<file path="src/design/cce_msg_pkg.sv">
// CCE message unit definitions
`default_nettype none

package cce_msg_pkg;

  // message field widths
  localparam int ADDR_W         = 32;
  localparam int DATA_W         = 64;
  localparam int LCE_ID_W       = 3;
  localparam int WAY_W          = 2;
  localparam int SIZE_W         = 2;
  localparam int BLOCK_OFFSET_W = 6;

  // size code of a whole 64-byte cache block
  localparam logic [SIZE_W-1:0] SIZE_BLOCK = 2'b11;

  // memory commands allowed in flight
  localparam int MEM_MAX_CREDITS = 8;
  localparam int CREDIT_W        = 4;

  // configuration port
  localparam int AXI_ADDR_W = 4;
  localparam int AXI_DATA_W = 32;
  localparam logic [AXI_ADDR_W-1:0] CFG_CTRL_ADDR   = 4'h0;
  localparam logic [AXI_ADDR_W-1:0] CFG_CREDIT_ADDR = 4'h4;
  localparam logic [1:0]            AXI_RESP_OKAY   = 2'b00;

  // CTRL register fields
  localparam int CTRL_EN_BIT = 0;
  localparam int CTRL_ID_LSB = 8;

  typedef enum logic [1:0] {
    e_req_rd    = 2'd0,
    e_req_uc_rd = 2'd1,
    e_req_uc_wr = 2'd2
  } req_type_e;

  typedef enum logic [1:0] {
    e_mem_rd    = 2'd0,
    e_mem_wr    = 2'd1,
    e_mem_uc_rd = 2'd2,
    e_mem_uc_wr = 2'd3
  } mem_type_e;

  typedef enum logic [1:0] {
    e_cmd_data    = 2'd0,
    e_cmd_uc_data = 2'd1,
    e_cmd_uc_done = 2'd2
  } cmd_type_e;

  typedef enum logic [1:0] {
    e_coh_i = 2'd0,
    e_coh_s = 2'd1,
    e_coh_e = 2'd2,
    e_coh_m = 2'd3
  } coh_state_e;

  // same two bits seen as a request type or a memory type
  typedef union packed {
    req_type_e req;
    mem_type_e mem;
  } msg_type_u;

  typedef struct packed {
    msg_type_u            msg_type;
    logic [ADDR_W-1:0]    addr;
    logic [SIZE_W-1:0]    size;
    logic [LCE_ID_W-1:0]  src_id;
    logic [WAY_W-1:0]     way;
    coh_state_e           state;
    logic [DATA_W-1:0]    data;
  } lce_req_s;

  // shared by memory commands and memory responses
  typedef struct packed {
    msg_type_u            msg_type;
    logic [ADDR_W-1:0]    addr;
    logic [SIZE_W-1:0]    size;
    logic [LCE_ID_W-1:0]  lce_id;
    logic [WAY_W-1:0]     way;
    coh_state_e           state;
    logic                 uncached;
    logic [DATA_W-1:0]    data;
  } mem_msg_s;

  typedef struct packed {
    cmd_type_e            msg_type;
    logic [ADDR_W-1:0]    addr;
    logic [SIZE_W-1:0]    size;
    logic [LCE_ID_W-1:0]  dst_id;
    logic [LCE_ID_W-1:0]  src_id;
    logic [WAY_W-1:0]     way;
    coh_state_e           state;
    logic [DATA_W-1:0]    data;
  } lce_cmd_s;

  // software controls handed to the datapath
  typedef struct packed {
    logic                 enable;
    logic [LCE_ID_W-1:0]  cce_id;
    logic [CREDIT_W-1:0]  credit_limit;
  } cfg_s;

endpackage

`default_nettype wire

</file>
<file path="src/design/cce_cfg_regs.sv">
// CCE configuration registers
`timescale 1ns/1ns
`default_nettype none

module cce_cfg_regs
  (input  wire logic                                 clk_i
   , input  wire logic                               reset_i
   // AXI4-Lite write channels
   , input  wire logic [cce_msg_pkg::AXI_ADDR_W-1:0] s_axil_awaddr_i
   , input  wire logic                               s_axil_awvalid_i
   , output logic                                    s_axil_awready_o
   , input  wire logic [cce_msg_pkg::AXI_DATA_W-1:0] s_axil_wdata_i
   , input  wire logic                               s_axil_wvalid_i
   , output logic                                    s_axil_wready_o
   , output logic                                    s_axil_bvalid_o
   , output logic [1:0]                              s_axil_bresp_o
   , input  wire logic                               s_axil_bready_i
   // AXI4-Lite read channels
   , input  wire logic [cce_msg_pkg::AXI_ADDR_W-1:0] s_axil_araddr_i
   , input  wire logic                               s_axil_arvalid_i
   , output logic                                    s_axil_arready_o
   , output logic                                    s_axil_rvalid_o
   , output logic [cce_msg_pkg::AXI_DATA_W-1:0]      s_axil_rdata_o
   , output logic [1:0]                              s_axil_rresp_o
   , input  wire logic                               s_axil_rready_i
   , output cce_msg_pkg::cfg_s                       cfg_o
   );

  import cce_msg_pkg::*;

  logic                  enable_r;
  logic [LCE_ID_W-1:0]   cce_id_r;
  logic [CREDIT_W-1:0]   credit_limit_r;
  logic [CREDIT_W-1:0]   limit_clamped;
  logic                  bvalid_r;
  logic                  rvalid_r;
  logic [AXI_DATA_W-1:0] rdata_r;
  logic [AXI_DATA_W-1:0] rd_word;
  logic                  wr_accept;
  logic                  rd_accept;

  // take AW and W together, one write at a time until B is taken
  assign wr_accept        = s_axil_awvalid_i && s_axil_wvalid_i && !bvalid_r;
  assign s_axil_awready_o = wr_accept;
  assign s_axil_wready_o  = wr_accept;
  // one read in flight
  assign rd_accept        = s_axil_arvalid_i && !rvalid_r;
  assign s_axil_arready_o = rd_accept;

  // 0 or anything past the hardware maximum means full depth
  always_comb begin
    if (s_axil_wdata_i == '0 || s_axil_wdata_i > AXI_DATA_W'(MEM_MAX_CREDITS)) begin
      limit_clamped = CREDIT_W'(MEM_MAX_CREDITS);
    end else begin
      limit_clamped = s_axil_wdata_i[CREDIT_W-1:0];
    end
  end

  always_ff @(posedge clk_i) begin
    if (reset_i) begin
      enable_r       <= 1'b0;
      cce_id_r       <= '0;
      credit_limit_r <= CREDIT_W'(MEM_MAX_CREDITS);
    end else if (wr_accept) begin
      if (s_axil_awaddr_i == CFG_CTRL_ADDR) begin
        enable_r <= s_axil_wdata_i[CTRL_EN_BIT];
        cce_id_r <= s_axil_wdata_i[CTRL_ID_LSB +: LCE_ID_W];
      end else if (s_axil_awaddr_i == CFG_CREDIT_ADDR) begin
        credit_limit_r <= limit_clamped;
      end
    end
  end

  // unmapped offsets read as zero
  always_comb begin
    rd_word = '0;
    if (s_axil_araddr_i == CFG_CTRL_ADDR) begin
      rd_word[CTRL_EN_BIT]             = enable_r;
      rd_word[CTRL_ID_LSB +: LCE_ID_W] = cce_id_r;
    end else if (s_axil_araddr_i == CFG_CREDIT_ADDR) begin
      rd_word[CREDIT_W-1:0] = credit_limit_r;
    end
  end

  // response valids held until the master takes them
  always_ff @(posedge clk_i) begin
    if (reset_i) begin
      bvalid_r <= 1'b0;
      rvalid_r <= 1'b0;
    end else begin
      if (wr_accept) begin
        bvalid_r <= 1'b1;
      end else if (s_axil_bready_i) begin
        bvalid_r <= 1'b0;
      end
      if (rd_accept) begin
        rvalid_r <= 1'b1;
      end else if (s_axil_rready_i) begin
        rvalid_r <= 1'b0;
      end
    end
  end

  always_ff @(posedge clk_i) begin
    if (rd_accept) begin
      rdata_r <= rd_word;
    end
  end

  assign s_axil_bvalid_o = bvalid_r;
  assign s_axil_bresp_o  = AXI_RESP_OKAY;
  assign s_axil_rvalid_o = rvalid_r;
  assign s_axil_rdata_o  = rdata_r;
  assign s_axil_rresp_o  = AXI_RESP_OKAY;

  assign cfg_o = '{enable: enable_r, cce_id: cce_id_r, credit_limit: credit_limit_r};

endmodule

`default_nettype wire

</file>
<file path="src/design/cce_mem_credits.sv">
// Memory command credit counter
`timescale 1ns/1ns
`default_nettype none

module cce_mem_credits
  (input  wire logic                               clk_i
   , input  wire logic                             reset_i
   // command leaves toward memory
   , input  wire logic                             cmd_fire_i
   // response dequeued from memory
   , input  wire logic                             resp_return_i
   , input  wire logic [cce_msg_pkg::CREDIT_W-1:0] credit_limit_i
   , output logic                                  credit_avail_o
   );

  import cce_msg_pkg::*;

  // commands issued and not yet answered
  logic [CREDIT_W-1:0] count_r;

  // a fire and a return in one cycle cancel out
  always_ff @(posedge clk_i) begin
    if (reset_i) begin
      count_r <= '0;
    end else if (cmd_fire_i && !resp_return_i) begin
      count_r <= count_r + 1'b1;
    end else if (resp_return_i && !cmd_fire_i) begin
      count_r <= count_r - 1'b1;
    end
  end

  // a lowered limit just stalls until enough responses drain
  assign credit_avail_o = (count_r < credit_limit_i);

  // limit clamping in the register block keeps this in range
  count_max_a: assert property (@(posedge clk_i) disable iff (reset_i)
    count_r <= CREDIT_W'(MEM_MAX_CREDITS));

  // memory answers only what it was sent
  no_underflow_a: assert property (@(posedge clk_i) disable iff (reset_i)
    resp_return_i |-> count_r != '0);

endmodule

`default_nettype wire

</file>
<file path="src/design/cce_req_fwd.sv">
// LCE request forwarder
`timescale 1ns/1ns
`default_nettype none

module cce_req_fwd
  (input  wire cce_msg_pkg::lce_req_s lce_req_i
   , input  wire logic                lce_req_v_i
   , output logic                     lce_req_yumi_o
   // ready->valid toward memory
   , output cce_msg_pkg::mem_msg_s    mem_cmd_o
   , output logic                     mem_cmd_v_o
   , input  wire logic                mem_cmd_ready_i
   , input  wire logic                credit_avail_i
   , input  wire logic                enable_i
   );

  import cce_msg_pkg::*;

  mem_msg_s mem_cmd;
  logic     type_known;
  logic     fire;

  always_comb begin
    mem_cmd        = '0;
    type_known     = 1'b1;
    // fields common to every request
    mem_cmd.addr   = lce_req_i.addr;
    mem_cmd.size   = lce_req_i.size;
    mem_cmd.lce_id = lce_req_i.src_id;
    mem_cmd.data   = lce_req_i.data;
    case (lce_req_i.msg_type.req)
      e_req_uc_rd: begin
        mem_cmd.msg_type.mem = e_mem_uc_rd;
        mem_cmd.uncached     = 1'b1;
      end
      e_req_uc_wr: begin
        mem_cmd.msg_type.mem = e_mem_uc_wr;
        mem_cmd.uncached     = 1'b1;
      end
      e_req_rd: begin
        // cached fill fetches the whole block from its aligned base
        mem_cmd.msg_type.mem = e_mem_rd;
        mem_cmd.addr  = {lce_req_i.addr[ADDR_W-1:BLOCK_OFFSET_W], BLOCK_OFFSET_W'(0)};
        mem_cmd.size  = SIZE_BLOCK;
        mem_cmd.way   = lce_req_i.way;
        mem_cmd.state = lce_req_i.state;
      end
      default: begin
        // unknown type sits at the head of the queue
        type_known = 1'b0;
      end
    endcase
  end

  // stall on disable, credits or memory back-pressure
  assign fire = lce_req_v_i && type_known && enable_i && credit_avail_i && mem_cmd_ready_i;

  assign mem_cmd_o      = mem_cmd;
  assign mem_cmd_v_o    = fire;
  assign lce_req_yumi_o = fire;

endmodule

`default_nettype wire

</file>
<file path="src/design/cce_resp_fwd.sv">
// Memory response forwarder
`timescale 1ns/1ns
`default_nettype none

module cce_resp_fwd
  (input  wire cce_msg_pkg::mem_msg_s                   mem_resp_i
   , input  wire logic                                  mem_resp_v_i
   , output logic                                       mem_resp_yumi_o
   // ready->valid toward the LCEs
   , output cce_msg_pkg::lce_cmd_s                      lce_cmd_o
   , output logic                                       lce_cmd_v_o
   , input  wire logic                                  lce_cmd_ready_i
   , input  wire logic [cce_msg_pkg::LCE_ID_W-1:0]      cce_id_i
   );

  import cce_msg_pkg::*;

  lce_cmd_s lce_cmd;
  // response turns into a command
  logic     needs_cmd;
  // response is only consumed
  logic     drop_only;

  always_comb begin
    lce_cmd        = '0;
    needs_cmd      = 1'b0;
    drop_only      = 1'b0;
    lce_cmd.addr   = mem_resp_i.addr;
    // reply goes back to whoever asked
    lce_cmd.dst_id = mem_resp_i.lce_id;
    lce_cmd.src_id = cce_id_i;
    case (mem_resp_i.msg_type.mem)
      e_mem_uc_rd: begin
        needs_cmd        = 1'b1;
        lce_cmd.msg_type = e_cmd_uc_data;
        lce_cmd.size     = mem_resp_i.size;
        lce_cmd.data     = mem_resp_i.data;
      end
      e_mem_uc_wr: begin
        // completion only so size and data stay zero
        needs_cmd        = 1'b1;
        lce_cmd.msg_type = e_cmd_uc_done;
      end
      e_mem_rd: begin
        needs_cmd        = 1'b1;
        lce_cmd.msg_type = e_cmd_data;
        lce_cmd.size     = mem_resp_i.size;
        lce_cmd.data     = mem_resp_i.data;
        lce_cmd.way      = mem_resp_i.way;
        lce_cmd.state    = mem_resp_i.state;
      end
      e_mem_wr: begin
        // writeback ack has no LCE to notify
        drop_only = 1'b1;
      end
    endcase
  end

  // not gated by enable so outstanding traffic always drains
  assign lce_cmd_v_o     = mem_resp_v_i && needs_cmd && lce_cmd_ready_i;
  assign mem_resp_yumi_o = lce_cmd_v_o || (mem_resp_v_i && drop_only);
  assign lce_cmd_o       = lce_cmd;

endmodule

`default_nettype wire

</file>
<file path="src/design/cce_msg_top.sv">
// CCE message unit top
`timescale 1ns/1ns
`default_nettype none

module cce_msg_top
  (input  wire logic                                 clk_i
   , input  wire logic                               reset_i
   // configuration port
   , input  wire logic [cce_msg_pkg::AXI_ADDR_W-1:0] s_axil_awaddr_i
   , input  wire logic                               s_axil_awvalid_i
   , output logic                                    s_axil_awready_o
   , input  wire logic [cce_msg_pkg::AXI_DATA_W-1:0] s_axil_wdata_i
   , input  wire logic                               s_axil_wvalid_i
   , output logic                                    s_axil_wready_o
   , output logic                                    s_axil_bvalid_o
   , output logic [1:0]                              s_axil_bresp_o
   , input  wire logic                               s_axil_bready_i
   , input  wire logic [cce_msg_pkg::AXI_ADDR_W-1:0] s_axil_araddr_i
   , input  wire logic                               s_axil_arvalid_i
   , output logic                                    s_axil_arready_o
   , output logic                                    s_axil_rvalid_o
   , output logic [cce_msg_pkg::AXI_DATA_W-1:0]      s_axil_rdata_o
   , output logic [1:0]                              s_axil_rresp_o
   , input  wire logic                               s_axil_rready_i
   // LCE side
   , input  wire cce_msg_pkg::lce_req_s              lce_req_i
   , input  wire logic                               lce_req_v_i
   , output logic                                    lce_req_yumi_o
   , output cce_msg_pkg::lce_cmd_s                   lce_cmd_o
   , output logic                                    lce_cmd_v_o
   , input  wire logic                               lce_cmd_ready_i
   // memory side
   , output cce_msg_pkg::mem_msg_s                   mem_cmd_o
   , output logic                                    mem_cmd_v_o
   , input  wire logic                               mem_cmd_ready_i
   , input  wire cce_msg_pkg::mem_msg_s              mem_resp_i
   , input  wire logic                               mem_resp_v_i
   , output logic                                    mem_resp_yumi_o
   );

  import cce_msg_pkg::*;

  cfg_s cfg;
  logic credit_avail;
  logic mem_cmd_fire;

  // handshake completes when memory is ready for a valid command
  assign mem_cmd_fire = mem_cmd_v_o && mem_cmd_ready_i;

  cce_cfg_regs regs
    (.clk_i, .reset_i
     , .s_axil_awaddr_i, .s_axil_awvalid_i, .s_axil_awready_o
     , .s_axil_wdata_i, .s_axil_wvalid_i, .s_axil_wready_o
     , .s_axil_bvalid_o, .s_axil_bresp_o, .s_axil_bready_i
     , .s_axil_araddr_i, .s_axil_arvalid_i, .s_axil_arready_o
     , .s_axil_rvalid_o, .s_axil_rdata_o, .s_axil_rresp_o, .s_axil_rready_i
     , .cfg_o(cfg)
     );

  cce_mem_credits credits
    (.clk_i, .reset_i
     , .cmd_fire_i(mem_cmd_fire)
     , .resp_return_i(mem_resp_yumi_o)
     , .credit_limit_i(cfg.credit_limit)
     , .credit_avail_o(credit_avail)
     );

  cce_req_fwd req_fwd
    (.lce_req_i, .lce_req_v_i, .lce_req_yumi_o
     , .mem_cmd_o, .mem_cmd_v_o, .mem_cmd_ready_i
     , .credit_avail_i(credit_avail)
     , .enable_i(cfg.enable)
     );

  cce_resp_fwd resp_fwd
    (.mem_resp_i, .mem_resp_v_i, .mem_resp_yumi_o
     , .lce_cmd_o, .lce_cmd_v_o, .lce_cmd_ready_i
     , .cce_id_i(cfg.cce_id)
     );

endmodule

`default_nettype wire

</file>
<file path="config.mk">
export PLATFORM = sky130hd
export DESIGN_NAME = cce_msg_top
export DESIGN_NICKNAME = d
export VERILOG_FILES = /design/src/design/cce_msg_pkg.sv /design/src/design/cce_cfg_regs.sv /design/src/design/cce_mem_credits.sv /design/src/design/cce_req_fwd.sv /design/src/design/cce_resp_fwd.sv /design/src/design/cce_msg_top.sv
export SDC_FILE = /design/constraint.sdc
export NUM_CORES = 1
export LEC_CHECK = 0
export ABC_AREA = 0
export ABC_CLOCK_PERIOD_IN_PS = 5200
export BUFFER_PORTS_ARGS = -buffer_cell sky130_fd_sc_hd__buf_2
export CAP_MARGIN = 20
export CORE_AREA = 2 2 206 208
export CTS_BUF_LIST = sky130_fd_sc_hd__clkbuf_4
export DETAILED_ROUTE_END_ITERATION = 10
export DIE_AREA = 0 0 208 210
export PLACE_DENSITY_LB_ADDON = 0.05
export RECOVER_POWER = 25
export REMOVE_ABC_BUFFERS = 1
export SYNTH_ARGS = -nofsm -noshare
export SYNTH_HDL_FRONTEND = slang
export SYNTH_SLANG_ARGS = --single-unit
</file>
<file path="constraint.sdc">
create_clock -name clk_i -period 5.2 [get_ports clk_i]
set_clock_uncertainty 0.2 [all_clocks]
set_input_delay 1.04 -clock clk_i [delete_from_list [all_inputs] [get_ports clk_i]]
set_output_delay 1.04 -clock clk_i [all_outputs]
set_load 0.02 [all_outputs]
</file>
# After elaboration in Yosys (flattened, before gate mapping)
# Cells that the tools add are included.
# W data, S select, Z words.
# classes
addsub,2
magnitude_cmp,2
n_eq_ne,7
n_mux,20
bitwise_logic,2
reduce_logical,34
# op_table
operator,count
$mux W64,1
$gt A32 B4 Y1 const B,1
$logic_not A32 Y1,1
$mux W4,5
$logic_and A1 B1 Y1,13
$mux W1,10
$eq A4 B3 Y1 const B,2
$logic_not A4 Y1,2
$mux W8,1
$pmux W2 S2,2
$eq A2 B2 Y1 const B,3
$reduce_bool A2 Y1,3
$reduce_or A2 Y1,3
$reduce_or A3 Y1,2
$add A4 B1 Y4 const B,1
$eq A2 B1 Y1 const B,2
$logic_not A1 Y1,4
$logic_not A2 Y1,2
$lt A4 B4 Y1,1
$sub A4 B1 Y4 const B,1
$reduce_and A3 Y1,1
$logic_or A1 B1 Y1,2
$mux W2,1
$not A1 Y1,2
$reduce_and A2 Y1,1
# totals
regBits,21
inputBits,266
out_inout_bits,263
elab_cells,76

# Logic depth before layout (Yosys ltp)
# Gate-level depths: netlist of run 1.
# depth
ltp_word,12
depth_mapped,12
depth_no_buf,12

# Modules after synthesis
# From an unflattened synthesis of run 1, not the netlist that was laid out.
# hier_totals
cells_unflattened,372
hier_area_um2,3002.9
# by_module_without_submodules
module,n_inst,cells_per_inst,area_each_um2,seq_area_each_um2
cce_cfg_regs,1,97,985.9,410.4
cce_req_fwd,1,115,857.1,0.0
cce_resp_fwd,1,122,812.0,0.0
cce_mem_credits,1,37,341.6,80.1
cce_msg_top,1,1,6.3,0.0

# Worst setup path after synthesis of run 1
# OpenSTA, ideal clock, no wires.
# synth_timing
path_kind,input-to-reg
startpoint,input lce_req_i[105] (netlist bit)
endpoint,register credits.count_r[3]
setup_ps,123
arrival_ps,3176
required_ps,4877
path_slack_ps,1700
stages,11
path_buffers,0
path_cell_list,ha_1 nor2_1 nand4_1 a21oi_1 ha_1 inv_1 ha_1 a21oi_1 a211oi_1 a31oi_1 mux2_1
# synth_between
elab_chain_cells,11
word_cells_on_any_way,15
classes_between,eq/ne: 2; mux: 2; reduce/logical: 11
# synth_rtl
item,line_no,rtl
start: declaration,cce_msg_top.sv:26,", input wire cce_msg_pkg::lce_req_s lce_req_i"
$eq A2 B1 Y1 (tied with other cells),cce_req_fwd.sv:31,case (lce_req_i.msg_type.req)
$reduce_or A3 Y1 (no source line) (*),-,
$mux W1 (*),cce_req_fwd.sv:31,
$logic_and A1 B1 Y1 (*) (4 in series),cce_req_fwd.sv:56,assign fire = lce_req_v_i && type_known && enable_i && credit_avail_i && mem_cmd_ready_i;
via lce_req_yumi_o,cce_msg_top.sv:28,", output logic lce_req_yumi_o"
$logic_and A1 B1 Y1 (*),cce_msg_top.sv:48,assign mem_cmd_fire = mem_cmd_v_o && mem_cmd_ready_i;
$logic_not A1 Y1,cce_mem_credits.sv:27,end else if (resp_return_i && !cmd_fire_i) begin
$logic_and A1 B1 Y1,cce_mem_credits.sv:27,
$reduce_bool A2 Y1 (no source line),-,
end signal: assignment,cce_mem_credits.sv:26,count_r <= count_r + 1'b1;
end signal: assignment,cce_mem_credits.sv:28,count_r <= count_r - 1'b1;
end: declaration,cce_mem_credits.sv:19,logic [CREDIT_W-1:0] count_r;
# The timed path passes the listed nets; every way through them passes the cells marked *.
# A chain may end at the register's enable or synchronous reset.

==> results of run 1 <==
[synth_stat cells (3+ instances only)]
cell type	count
dfxtp_1	14
clkbuf_1	10
mux2i_1	5
nor4_1	4
nand2b_1	4
buf_4	163
a21oi_1	4
nor2_1	17
ha_1	9
nor2b_1	76
edfxtp_1	7
inv_1	8
o41ai_1	3
and2_1	15
nand3b_1	4
[cells by family after synthesis]
kind of cell    count (synthesis)
fa+ha+maj                      10
other cells                     1
buf+inv                       183
flops                          21
xor+xnor                        3
simple gates                  138
compound gates                 15
mux                             6
[through the flow]
stage	total power [uW]	hold slack, ps	cells
after floorplan	315	266	230
after global placement	444	288	1012
after detailed placement	439	293	1012
after CTS	534	316	1016
after global routing	556	364	1016
final	517	312	1016
[registers in the layout, summed over array words and instances, names as in the netlist]
| register | cells |
|---|---|
| regs.s_axil_bvalid_o | 1 |
| regs.enable_r | 1 |
| regs.s_axil_rvalid_o | 1 |
| credits.count_r | 4 |
| regs.credit_limit_r | 4 |
| regs.cce_id_r | 3 |
| regs.s_axil_rdata_o | 7 |
[worst max-delay path: cells and delay by family]
kind / cells / cell delay (ps)
buffers and inverters: 3 / 450
adders and majority gates: 1 / 590
and+or+nand+nor: 1 / 250
[power breakdown]
| group | switching, uW | leakage, uW | internal, uW | total (uW) |
|---|---|---|---|---|
| sequential | 6.41 | 0.000184 | 177 | 183 |
| clock | 58.6 | 0.0000177 | 28.9 | 87.5 |
| combinational | 150 | 0.00157 | 96.7 | 246 |
[per-layer routing]
layer,global-route usage,part of all wire,up-vias,routed length [um]
li1,-,-,1199,-
met4,0.0110,0.0052,14,172
met2,0.178,0.36,483,11800
met5,0.0701,0.013,-,429
met1,0.119,0.29,1275,9510
met3,0.224,0.33,29,10900
[cell type report]
type,instances,share of cell area
multi-input combinational,201,0.347
inverter,8,0.00808
clock buffer,3,0.00606
sequential,21,0.132
tap,539,0.181
clock inverter,1,0.00135
timing repair buffer,243,0.324
[final timing paths]
path                            slack (ps)                    to  depth (start not counted)
worst min register to register         310  regs.s_axil_rvalid_o                          1
worst min-delay path                   310  regs.s_axil_rvalid_o                          1
worst max register to register        1980    credits.count_r[3]                         12
worst max-delay path                  1630         mem_cmd_o[67]                          5
==> run summary, run 1 <==
The flow ran to the end, and the final reports show no timing, DRC or antenna violations. The top-level port count was 529. For the number of antenna violations at the first check in global routing, the log shows 2. The tools report the final setup violation count as 0.

The most frequent standard cell in the layout excluding fill and tap cells was buf_2. Total vias in the final route: 3000. The peak fanout along the critical path was 12.

The library cell used as clock root buffer is clkbuf_4. The logs give 1290 um2 for the multi-input combinational cell area and 0.706 for the last weighted congestion value of the routability-driven placer. The tools report the number of clock sinks as 21. The count of state elements after synthesis works out to 21.

The count of instances resized after the clock tree is built came out at 0. The sort of element at the start of the critical path is an input port. For the pin with the worst max-slew slack, the measured transition is 1070 ps. Among all stages on the critical path, the largest delay is contributed by ha_1. The power density relative to cell area works out to 139 nW/um2. After routing the design area is 3720 um2.

After detailed routing, the average wire length per cell comes to 32.3 um. The nature of the critical path endpoint was an output pin. The total area inside the core boundary comes to 41500 um2. The worst hold path class is reg2reg. For the static leakage, the log shows 0.00177 uW. Setup repair after global routing left no endpoint under its margin. After routing, the total negative slack on setup checks comes to 0 ps. The worst register-to-register path begins at regs.credit_limit_r[1]. The portion of synthesized cell area occupied by the leading cell type is 0.411, and the row count is 75.

Leaving out fill and tap cells, the most frequent cells in the layout are buf_2, nor2b_1, conb_1, nor2_1, dfxtp_1. Counting the fill cells in the layout gives 4899. The tools report the number of antenna cells inserted as 0. The die is 208 um wide. The tools report the sequential cell area fraction in the yosys report as 0.165. Summed over all layers, the global routing overflow is 0. TritonCTS built the clock tree. The logs give 28500 um for the post-DP HPWL and 0 for the residual antenna-violating net count after detailed routing.

Across all setup checks in the final design, the least slack found is 1630 ps. The headroom to the max-slew limit is 0.289, and the number of enable flip-flop cells after synthesis is 7. The tools report the number of buffers on the longest clock path as 2. The worst hold path begins at regs.s_axil_rvalid_o. The tools report the depth of the CTS H-tree as 1. Timing would allow up to 280 MHz.

The final worst-path cycle share was 0.686; the synthesized-area fraction occupied by ao, oa, aoi and oai cells was 0.0353. By instance count, the cell type seen most on the critical path is buf_2. Among all flip-flop cells after synthesis, the most frequent one is dfxtp_1. The run gives 2330 ps as the critical path data arrival time. The ratio of cells with drive above 1 in the final layout was 0.505.

After synthesis, the largest family of logic cells by area is buffers and inverters. The clock period minus final worst setup slack came out at 3570 ps. The final layout contains routed wiring with a total length of 32800 um.

The cell area after synthesis came out at 2980 um2. By area the synthesized netlist is led by buf_4, nor2b_1, dfxtp_1. The run gives 490 um2 as the total area of sequential cells. The buffer count from post-CTS setup fixing is 0. During placement, the flow inserted port buffers numbering 242.

Timing analysis after detailed placement gives a worst setup slack of 1320 ps. Clock latency on the worst-skew pair, taken at its later pin, is 320 ps. On the worst path, the slowest cell contributes a delay of 590 ps. IR analysis of the VDD net gives a maximum drop of 0.0543 mV. The run gives 0.0896 as the final core utilization. The area after detailed placement was 3700 um2. The die area is 43700 um2, and the final number of max-transition violations is 0. The critical path start-end classification was in2out. Of all cell types, the one taking the most synthesized area is buf_4.

For the worst setup path, the data required time is 3960 ps. During synthesis, Yosys emitted a total of 0 warnings. The logs give 0 for the DRC violation count after routing and 159 for the number of DRC markers in iteration 0. The die is 210 um tall. Walking the worst path, the cells encountered are buf_2 > inv_1 > ha_1 > and2_1 > buf_2. The tools report the number of instances in the synthesized netlist as 377.

The relative area change from synthesis to final layout works out to 24.8%. The effective utilization at floorplan is 0.0718. The simple-gate area share of the yosys netlist was 0.288.

Entering global routing, the biggest net connects 65 pins. Hold repair after CTS inserted 0 buffers. Via count of the first global-routing pass: 2801.

The most critical setup path has its startpoint at lce_req_i[105]. The share of flip-flops with an asynchronous set or reset after synthesis is 0, and the synthesized area divided by synthesized cell count is 7.90 um2. The total global-route track usage is 0.142.

The max-capacitance violation count was 0. The synthesized-area fraction occupied by adder cells is 0.0446. The clock-pin transition on the worst setup and hold timing paths is 130 ps, and the number of unique standard cell types used by synthesis is 41. The multiplexer share of the synthesized area is 0.0206, and the number of vias per cell after detailed routing is 2.95.

The first-pass detailed-route iteration total was 5. The final layout contains 754 nets. The number of buffers added by the clock tree synthesis step is 3, and the parity-gate share of the synthesized area counting xor and xnor cells is 0.00883.

The hold violation total from the final report is 0. The first global-routing pass estimated 39200 um of wire.
Note: power is estimated with default switching activity, not from simulation.
==> inputs of run 2 (changes only) <==
--- a/config.mk
+++ b/config.mk
@@ -6,13 +6,13 @@
 export NUM_CORES = 1
 export LEC_CHECK = 0
 export ABC_AREA = 0
-export ABC_CLOCK_PERIOD_IN_PS = 5200
+export ABC_CLOCK_PERIOD_IN_PS = 3370
 export BUFFER_PORTS_ARGS = -buffer_cell sky130_fd_sc_hd__buf_2
 export CAP_MARGIN = 20
-export CORE_AREA = 2 2 206 208
+export CORE_AREA = 2 2 207 209
 export CTS_BUF_LIST = sky130_fd_sc_hd__clkbuf_4
 export DETAILED_ROUTE_END_ITERATION = 10
-export DIE_AREA = 0 0 208 210
+export DIE_AREA = 0 0 209 211
 export PLACE_DENSITY_LB_ADDON = 0.05
 export RECOVER_POWER = 25
 export REMOVE_ABC_BUFFERS = 1
==> constraint.sdc (replaced) <==
create_clock -name clk_i -period 3.37 [get_ports clk_i]
set_clock_uncertainty 0.2 [all_clocks]
set_input_delay 0.674 -clock clk_i [delete_from_list [all_inputs] [get_ports clk_i]]
set_output_delay 0.674 -clock clk_i [all_outputs]
set_load 0.02 [all_outputs]
==> run summary, run 2 (synthesized netlist as in run 1, its figures left out) <==
The clock-pin transition on the worst setup and hold timing paths is 150 ps (+20 ps). The total global-route track usage was 0.142 (-0.000222). The first-pass GRT wire length was 39000 um (-0.50%); the timing-limited maximum frequency was 334 MHz.

The DRC violation count after routing is 0 (unchanged). The static leakage is 0.00183 uW (+3.4%). The tools report the number of buffers on the longest clock path as 2 (unchanged).

The x dimension of the die works out to 209 um (+0.48%). The run gives 0 (unchanged) as the final setup violation count. The run gives 2742 (-2.1%) as the via count of the first global-routing pass.

The logs give 3 (unchanged) for the number of buffers added by the clock tree synthesis step and 0 ps (unchanged) for the summed negative setup slack over all endpoints. For the buffer count from post-CTS setup fixing, the log shows 0 (unchanged). The total of buffers placed on input and output ports works out to 242 (unchanged). Clock latency on the worst-skew pair: 340 ps (+20 ps).

The run gives 41800 um2 (+0.68%) as the core area. Clock tree synthesis selected as its root buffer the cell clkbuf_4. The library cell used most frequently in the layout, excluding fill and tap cells, is buf_2.

For the number of clock sinks, the log shows 21 (unchanged). The tools report the sort of element at the start of the critical path as a register. For the internal reg-to-reg setup slack, the log shows 370 ps (-1610 ps).

The required time at the endpoint of the critical path is 3420 ps (-540 ps). Number of DRC markers in iteration 0: 96 (-40%). The tools report the peak supply drop as 0.0887 mV (+63%). The startpoint of the tightest hold check path is s_axil_rready_i. The die outline height was 211 um (+0.48%); the power density relative to cell area was 218 nW/um2 (+56%).

The worst hold path belongs to the class in2reg. The run gives 3050 ps (+720 ps) as the critical path data arrival time. The logs give 760 (+0.80%) for the number of nets in the finished design and 44100 um2 (+0.96%) for the die area. The total vias in the final route was 2998 (-0.067%); the depth of the CTS H-tree was 1 (unchanged).

The tools report the headroom to the max-slew limit as 0.339 (+0.0495). The run gives 821 uW (+59%) as the post-route total power. Critical path start-end classification: reg2reg.

After layout, the minimum clock period comes to 3000 ps. The row count was 75 (unchanged). The first element of the critical path was credits.count_r[1]. The tools report the maximum number of pins on one net before global-route repair as 70 (+7.7%).

The overall overflow remaining after global route is 0 (unchanged). TritonCTS built the clock tree. Relative to the synthesized area, the layout overhead comes to 26.6%.

The count of instances resized after the clock tree is built is 0 (unchanged), and the measured slew at the worst slew-check pin is 992 ps (-74.2 ps). The max-capacitance violation count came out at 0 (unchanged). The run gives 0 (unchanged) as the residual antenna-violating net count after detailed routing. Final worst-path cycle share: 0.889. The flow ran to the end, and the final reports show no timing, DRC or antenna violations. The number of antenna violations at the first check in global routing was 2 (unchanged); the wire length per cell was 32.2 um (-0.21%). For the hold violation total from the final report, the log shows 0 (unchanged). The top cell types in the final layout, fill and taps aside, are buf_2, nor2b_1, conb_1, nor2_1, dfxtp_1. The final number of max-transition violations is 0 (unchanged). The worst setup path is captured at a register. The first-pass detailed-route iteration total is 4 (-1), and the number of vias per cell after detailed routing is 2.93 (-0.75%).

The post-DP HPWL is 28700 um (+0.77%). Setup repair after global routing left no endpoint under its margin. The top-level port count was 529 (unchanged); the effective utilization at floorplan was 0.0713 (-0.000484). The ratio of cells with drive above 1 in the final layout is 0.530 (+0.0248). The beginning of the worst register-to-register path was credits.count_r[1]. The logs give 1023 (+0.69%) for the post-route non-filler standard cell count and 0.732 (+3.7%) for the last weighted congestion value of the routability-driven placer. The peak fanout along the critical path was 4 (-8). The number of placed instances with taps included was 1018 (+0.59%). Overall routed net length: 32900 um (+0.48%).

The run gives 0 (unchanged) as the number of buffers added to fix hold violations after cts. The number of flip-flops under the largest register name was 7 (unchanged).
[run 2: worst max-delay path: stages (launching register included)]
cell	delay (ps)
dfxtp_1	450
ha_1	260
a21o_1	150
a21o_1	180
a21oi_1	140
buf_4	140
ha_1	150
inv_1	80
ha_1	330
a21oi_1	190
a211oi_1	100
a31oi_1	200
mux2_1	330
[run 2: where the power goes]
group          total [uW]  internal (uW)  leakage, uW  switching, uW
clock network         154           54.6    0.0000184           99.7
registers             282            273     0.000184           9.29
logic                 384            152      0.00163            232
total                 821            480      0.00183            341
[run 2: layer usage]
metal / GRT usage / wire length, um
met3: 0.232 / 11300
met1: 0.114 / 9430
met2: 0.179 / 11900
met5: 0.0489 / 233
met4: 0.0101 / 92
[run 2: final timing paths]
check / endpoint / cells after the start
hold / removal: regs.s_axil_rvalid_o / 2
setup reg to reg: credits.count_r[3] / 12
setup / recovery: credits.count_r[3] / 12
hold reg to reg: regs.s_axil_rvalid_o / 1
[run 2: final cells by class]
class,instances,area [um2]
fill,4920,38000
multi-input combinational,201,1290
timing repair buffer,249,1250
tap,539,674
sequential,21,490
clock buffer,4,30.0
inverter,8,30.0
antenna,1,2.50
[run 2: per-stage QoR]
step	cell area [um2]	setup slack, ps	util	hold slack (ps)
floorplan	1810	-40.6	-	266
global placement	3750	156	0.0898	290
detailed placement	3750	191	0.0898	303
CTS	3780	324	0.0905	288
global route	3770	121	0.0902	302
finish	3770	374	0.0903	300
==> inputs of run 3 (changes only) <==
--- a/config.mk
+++ b/config.mk
@@ -13,7 +13,7 @@
 export CTS_BUF_LIST = sky130_fd_sc_hd__clkbuf_4
 export DETAILED_ROUTE_END_ITERATION = 10
 export DIE_AREA = 0 0 209 211
-export PLACE_DENSITY_LB_ADDON = 0.05
+export PLACE_DENSITY = 0.37
 export RECOVER_POWER = 25
 export REMOVE_ABC_BUFFERS = 1
 export SYNTH_ARGS = -nofsm -noshare
==> run summary, run 3 (synthesized netlist as in run 1, its figures left out) <==
The flow ran to the end, and the final reports show no timing, DRC or antenna violations. Internal reg-to-reg setup slack: 430 ps (+60 ps). The count of instances resized after the clock tree is built came out at 0 (unchanged). Most frequent standard cell in the layout excluding fill and tap cells: buf_2. The number of DRC markers in iteration 0 is 128 (+33%), and the number of clock sinks is 21 (unchanged). The clock-pin transition on the worst setup and hold timing paths works out to 120 ps (-30 ps).

For the top-level port count, the log shows 529 (unchanged). The logs give 4 (unchanged) for the first-pass detailed-route iteration total and 4 (+2) for the number of antenna violations at the first check in global routing. The measured slew at the worst slew-check pin was 840 ps (-152 ps); the clock latency on the worst-skew pair was 310 ps (-30 ps).

The overall routed net length was 30300 um (-8.0%). The critical path start-end classification was reg2reg. The delay of the slowest cell on the worst path was 370 ps (-80 ps). The number of buffers added to fix hold violations after cts was 0 (unchanged). Library cell used as clock root buffer: clkbuf_4. The maximum number of pins on one net before global-route repair was 70 (unchanged). The tools report the post-DP HPWL as 26500 um (-7.5%). Capture endpoint of the worst hold path: regs.s_axil_rvalid_o. The run gives 0 (unchanged) as the final number of max-transition violations.

Worst hold path class: reg2reg. Traced cell by cell, the critical path runs through inv_1 > ha_1 > a21o_1 > a21o_1 > a21oi_1 > ha_1 > inv_1 > ha_1 > a21oi_1 > a211oi_1 > a31oi_1 > mux2_1. The overall overflow remaining after global route was 0 (unchanged). The tools report the total vias in the final route as 3036 (+1.3%).

The run gives 106 ps (-84.2 ps) as the pre-CTS worst setup slack. The tools report the beginning of the worst register-to-register path as regs.credit_limit_r[1]. TritonCTS built the clock tree.

The run gives 75 (unchanged) as the row count. The residual antenna-violating net count after detailed routing is 0 (unchanged), and the x dimension of the die is 209 um (unchanged). Die area: 44100 um2 (unchanged).

Among the stages of the critical path, the cell type that occurs most often is ha_1. The run gives 41800 um2 (unchanged) as the core area. The number of flip-flops under the largest register name is 7 (unchanged).

The capture instance of the worst register-to-register path is credits.count_r[3]. The logs give 0.0903 (unchanged) for the final core utilization and 0.440 (+0.102) for the headroom to the max-slew limit. The buffer count from post-CTS setup fixing was 0 (unchanged).

The top cell types in the final layout, fill and taps aside, are buf_2, nor2b_1, conb_1, nor2_1, and2_1. The via count of the first global-routing pass was 2651 (-3.3%); the ratio of cells with drive above 1 in the final layout was 0.533 (+0.00317). The tools report the depth of the CTS H-tree as 1 (unchanged). The max-capacitance violation count came out at 0 (unchanged). The number of buffers on the longest clock path came out at 2 (unchanged). The die outline height is 211 um (unchanged). The tools report the number of buffers added by the clock tree synthesis step as 3 (unchanged). In this run the most critical hold path is launched from regs.s_axil_rvalid_o. The DRC violation count after routing is 0 (unchanged). STA classifies the critical path startpoint as a register. The worst hold path depth works out to 1 (-1). The number of nets in the finished design was 759 (-0.13%); the worst hold margin was 305 ps (+5.58 ps). The relative area change from synthesis to final layout is 26.6% (unchanged). The first-pass GRT wire length was 35600 um (-8.8%). The critical-path cell with the highest stage delay was dfxtp_1.

The final worst-path cycle share came out at 0.873 (-0.0164). The static leakage is 0.00184 uW (+0.35%), and the total of buffers placed on input and output ports is 242 (unchanged). The tools report the slack of the critical path as 430 ps (+55.2 ps).

The number of cells on the worst reg-to-reg path was 12 (unchanged). The worst setup path is captured at a register. The run gives 3380 ps (-40 ps) as the required time at the endpoint of the critical path. For the total global-route track usage, the log shows 0.130 (-0.0121). The final setup violation count was 0 (unchanged); the number of vias per cell after detailed routing was 2.97 (+1.4%). Clock period minus final worst setup slack: 2940 ps (-55.2 ps). The last weighted congestion value of the routability-driven placer was 0.763 (+4.2%). The tools report the effective utilization at floorplan as 0.0713 (unchanged). The area after detailed placement is 3740 um2 (-0.20%), and the peak fanout along the critical path is 4 (unchanged). Post-route cell area: 3770 um2 (unchanged). The critical path data arrival time was 2950 ps (-100 ps). The timing-limited maximum frequency is 340 MHz (+1.9%). The power density relative to cell area is 213 nW/um2 (-2.4%), and the hold violation total from the final report is 0 (unchanged). The peak supply drop is 0.0965 mV (+8.7%).

Setup repair after global routing left no endpoint under its margin. The wire length per cell works out to 29.6 um (-8.0%).
## run 3: final cells by class
type / instances / area [um2]
antenna: 1 / 2.50
clock buffer: 4 / 30.0
fill: 4877 / 38000
inverter: 8 / 30.0
multi-input combinational: 201 / 1290
sequential: 21 / 490
tap: 539 / 674
timing repair buffer: 248 / 1250
## run 3: metal layers
metal / GRT usage / routed length (um) / up-vias / share of wire
met3: 0.193 / 9480 / 26 / 0.31
li1: - / - / 1218 / -
met2: 0.146 / 9740 / 515 / 0.32
met5: 0.116 / 711 / - / 0.023
met4: 0.0133 / 263 / 22 / 0.0087
met1: 0.123 / 10100 / 1255 / 0.33
## run 3: stage by stage
| step | TNS, ps | instances | total power (uW) |
|---|---|---|---|
| 2_1_floorplan | -40.6 | 230 | 487 |
| 3_3_place_gp | 0 | 1017 | 682 |
| 3_5_place_dp | 0 | 1017 | 681 |
| 4_1_cts | 0 | 1021 | 819 |
| 5_1_grt | 0 | 1021 | 854 |
| 6_report | 0 | 1022 | 801 |
## run 3: how the worst max path moves through the flow
stage	slack, ps	start	end	cells after the start
after floorplan	-40	lce_req_i[105]	credits.count_r[3]	11
after global placement	140	lce_req_i[105]	credits.count_r[3]	12
after detailed placement	110	lce_req_i[105]	credits.count_r[3]	12
after CTS	380	regs.credit_limit_r[1]	credits.count_r[3]	12
after global routing	110	regs.credit_limit_r[1]	credits.count_r[3]	12
final	430	regs.credit_limit_r[1]	credits.count_r[3]	12
## run 3: critical path: cells and delay by family (launching register included)
family                   cells  cell delay, ps
buffers and inverters        2             140
flip-flops                   1             370
AO/OA/AOI/OAI                6             990
multiplexers                 1             330
adder cells (fa/ha/maj)      3             810
## run 3: power by group
part	switching [uW]	total, uW	internal (uW)
Sequential	8.56	282	273
Clock	79.3	134	54.2
Combinational	233	386	153
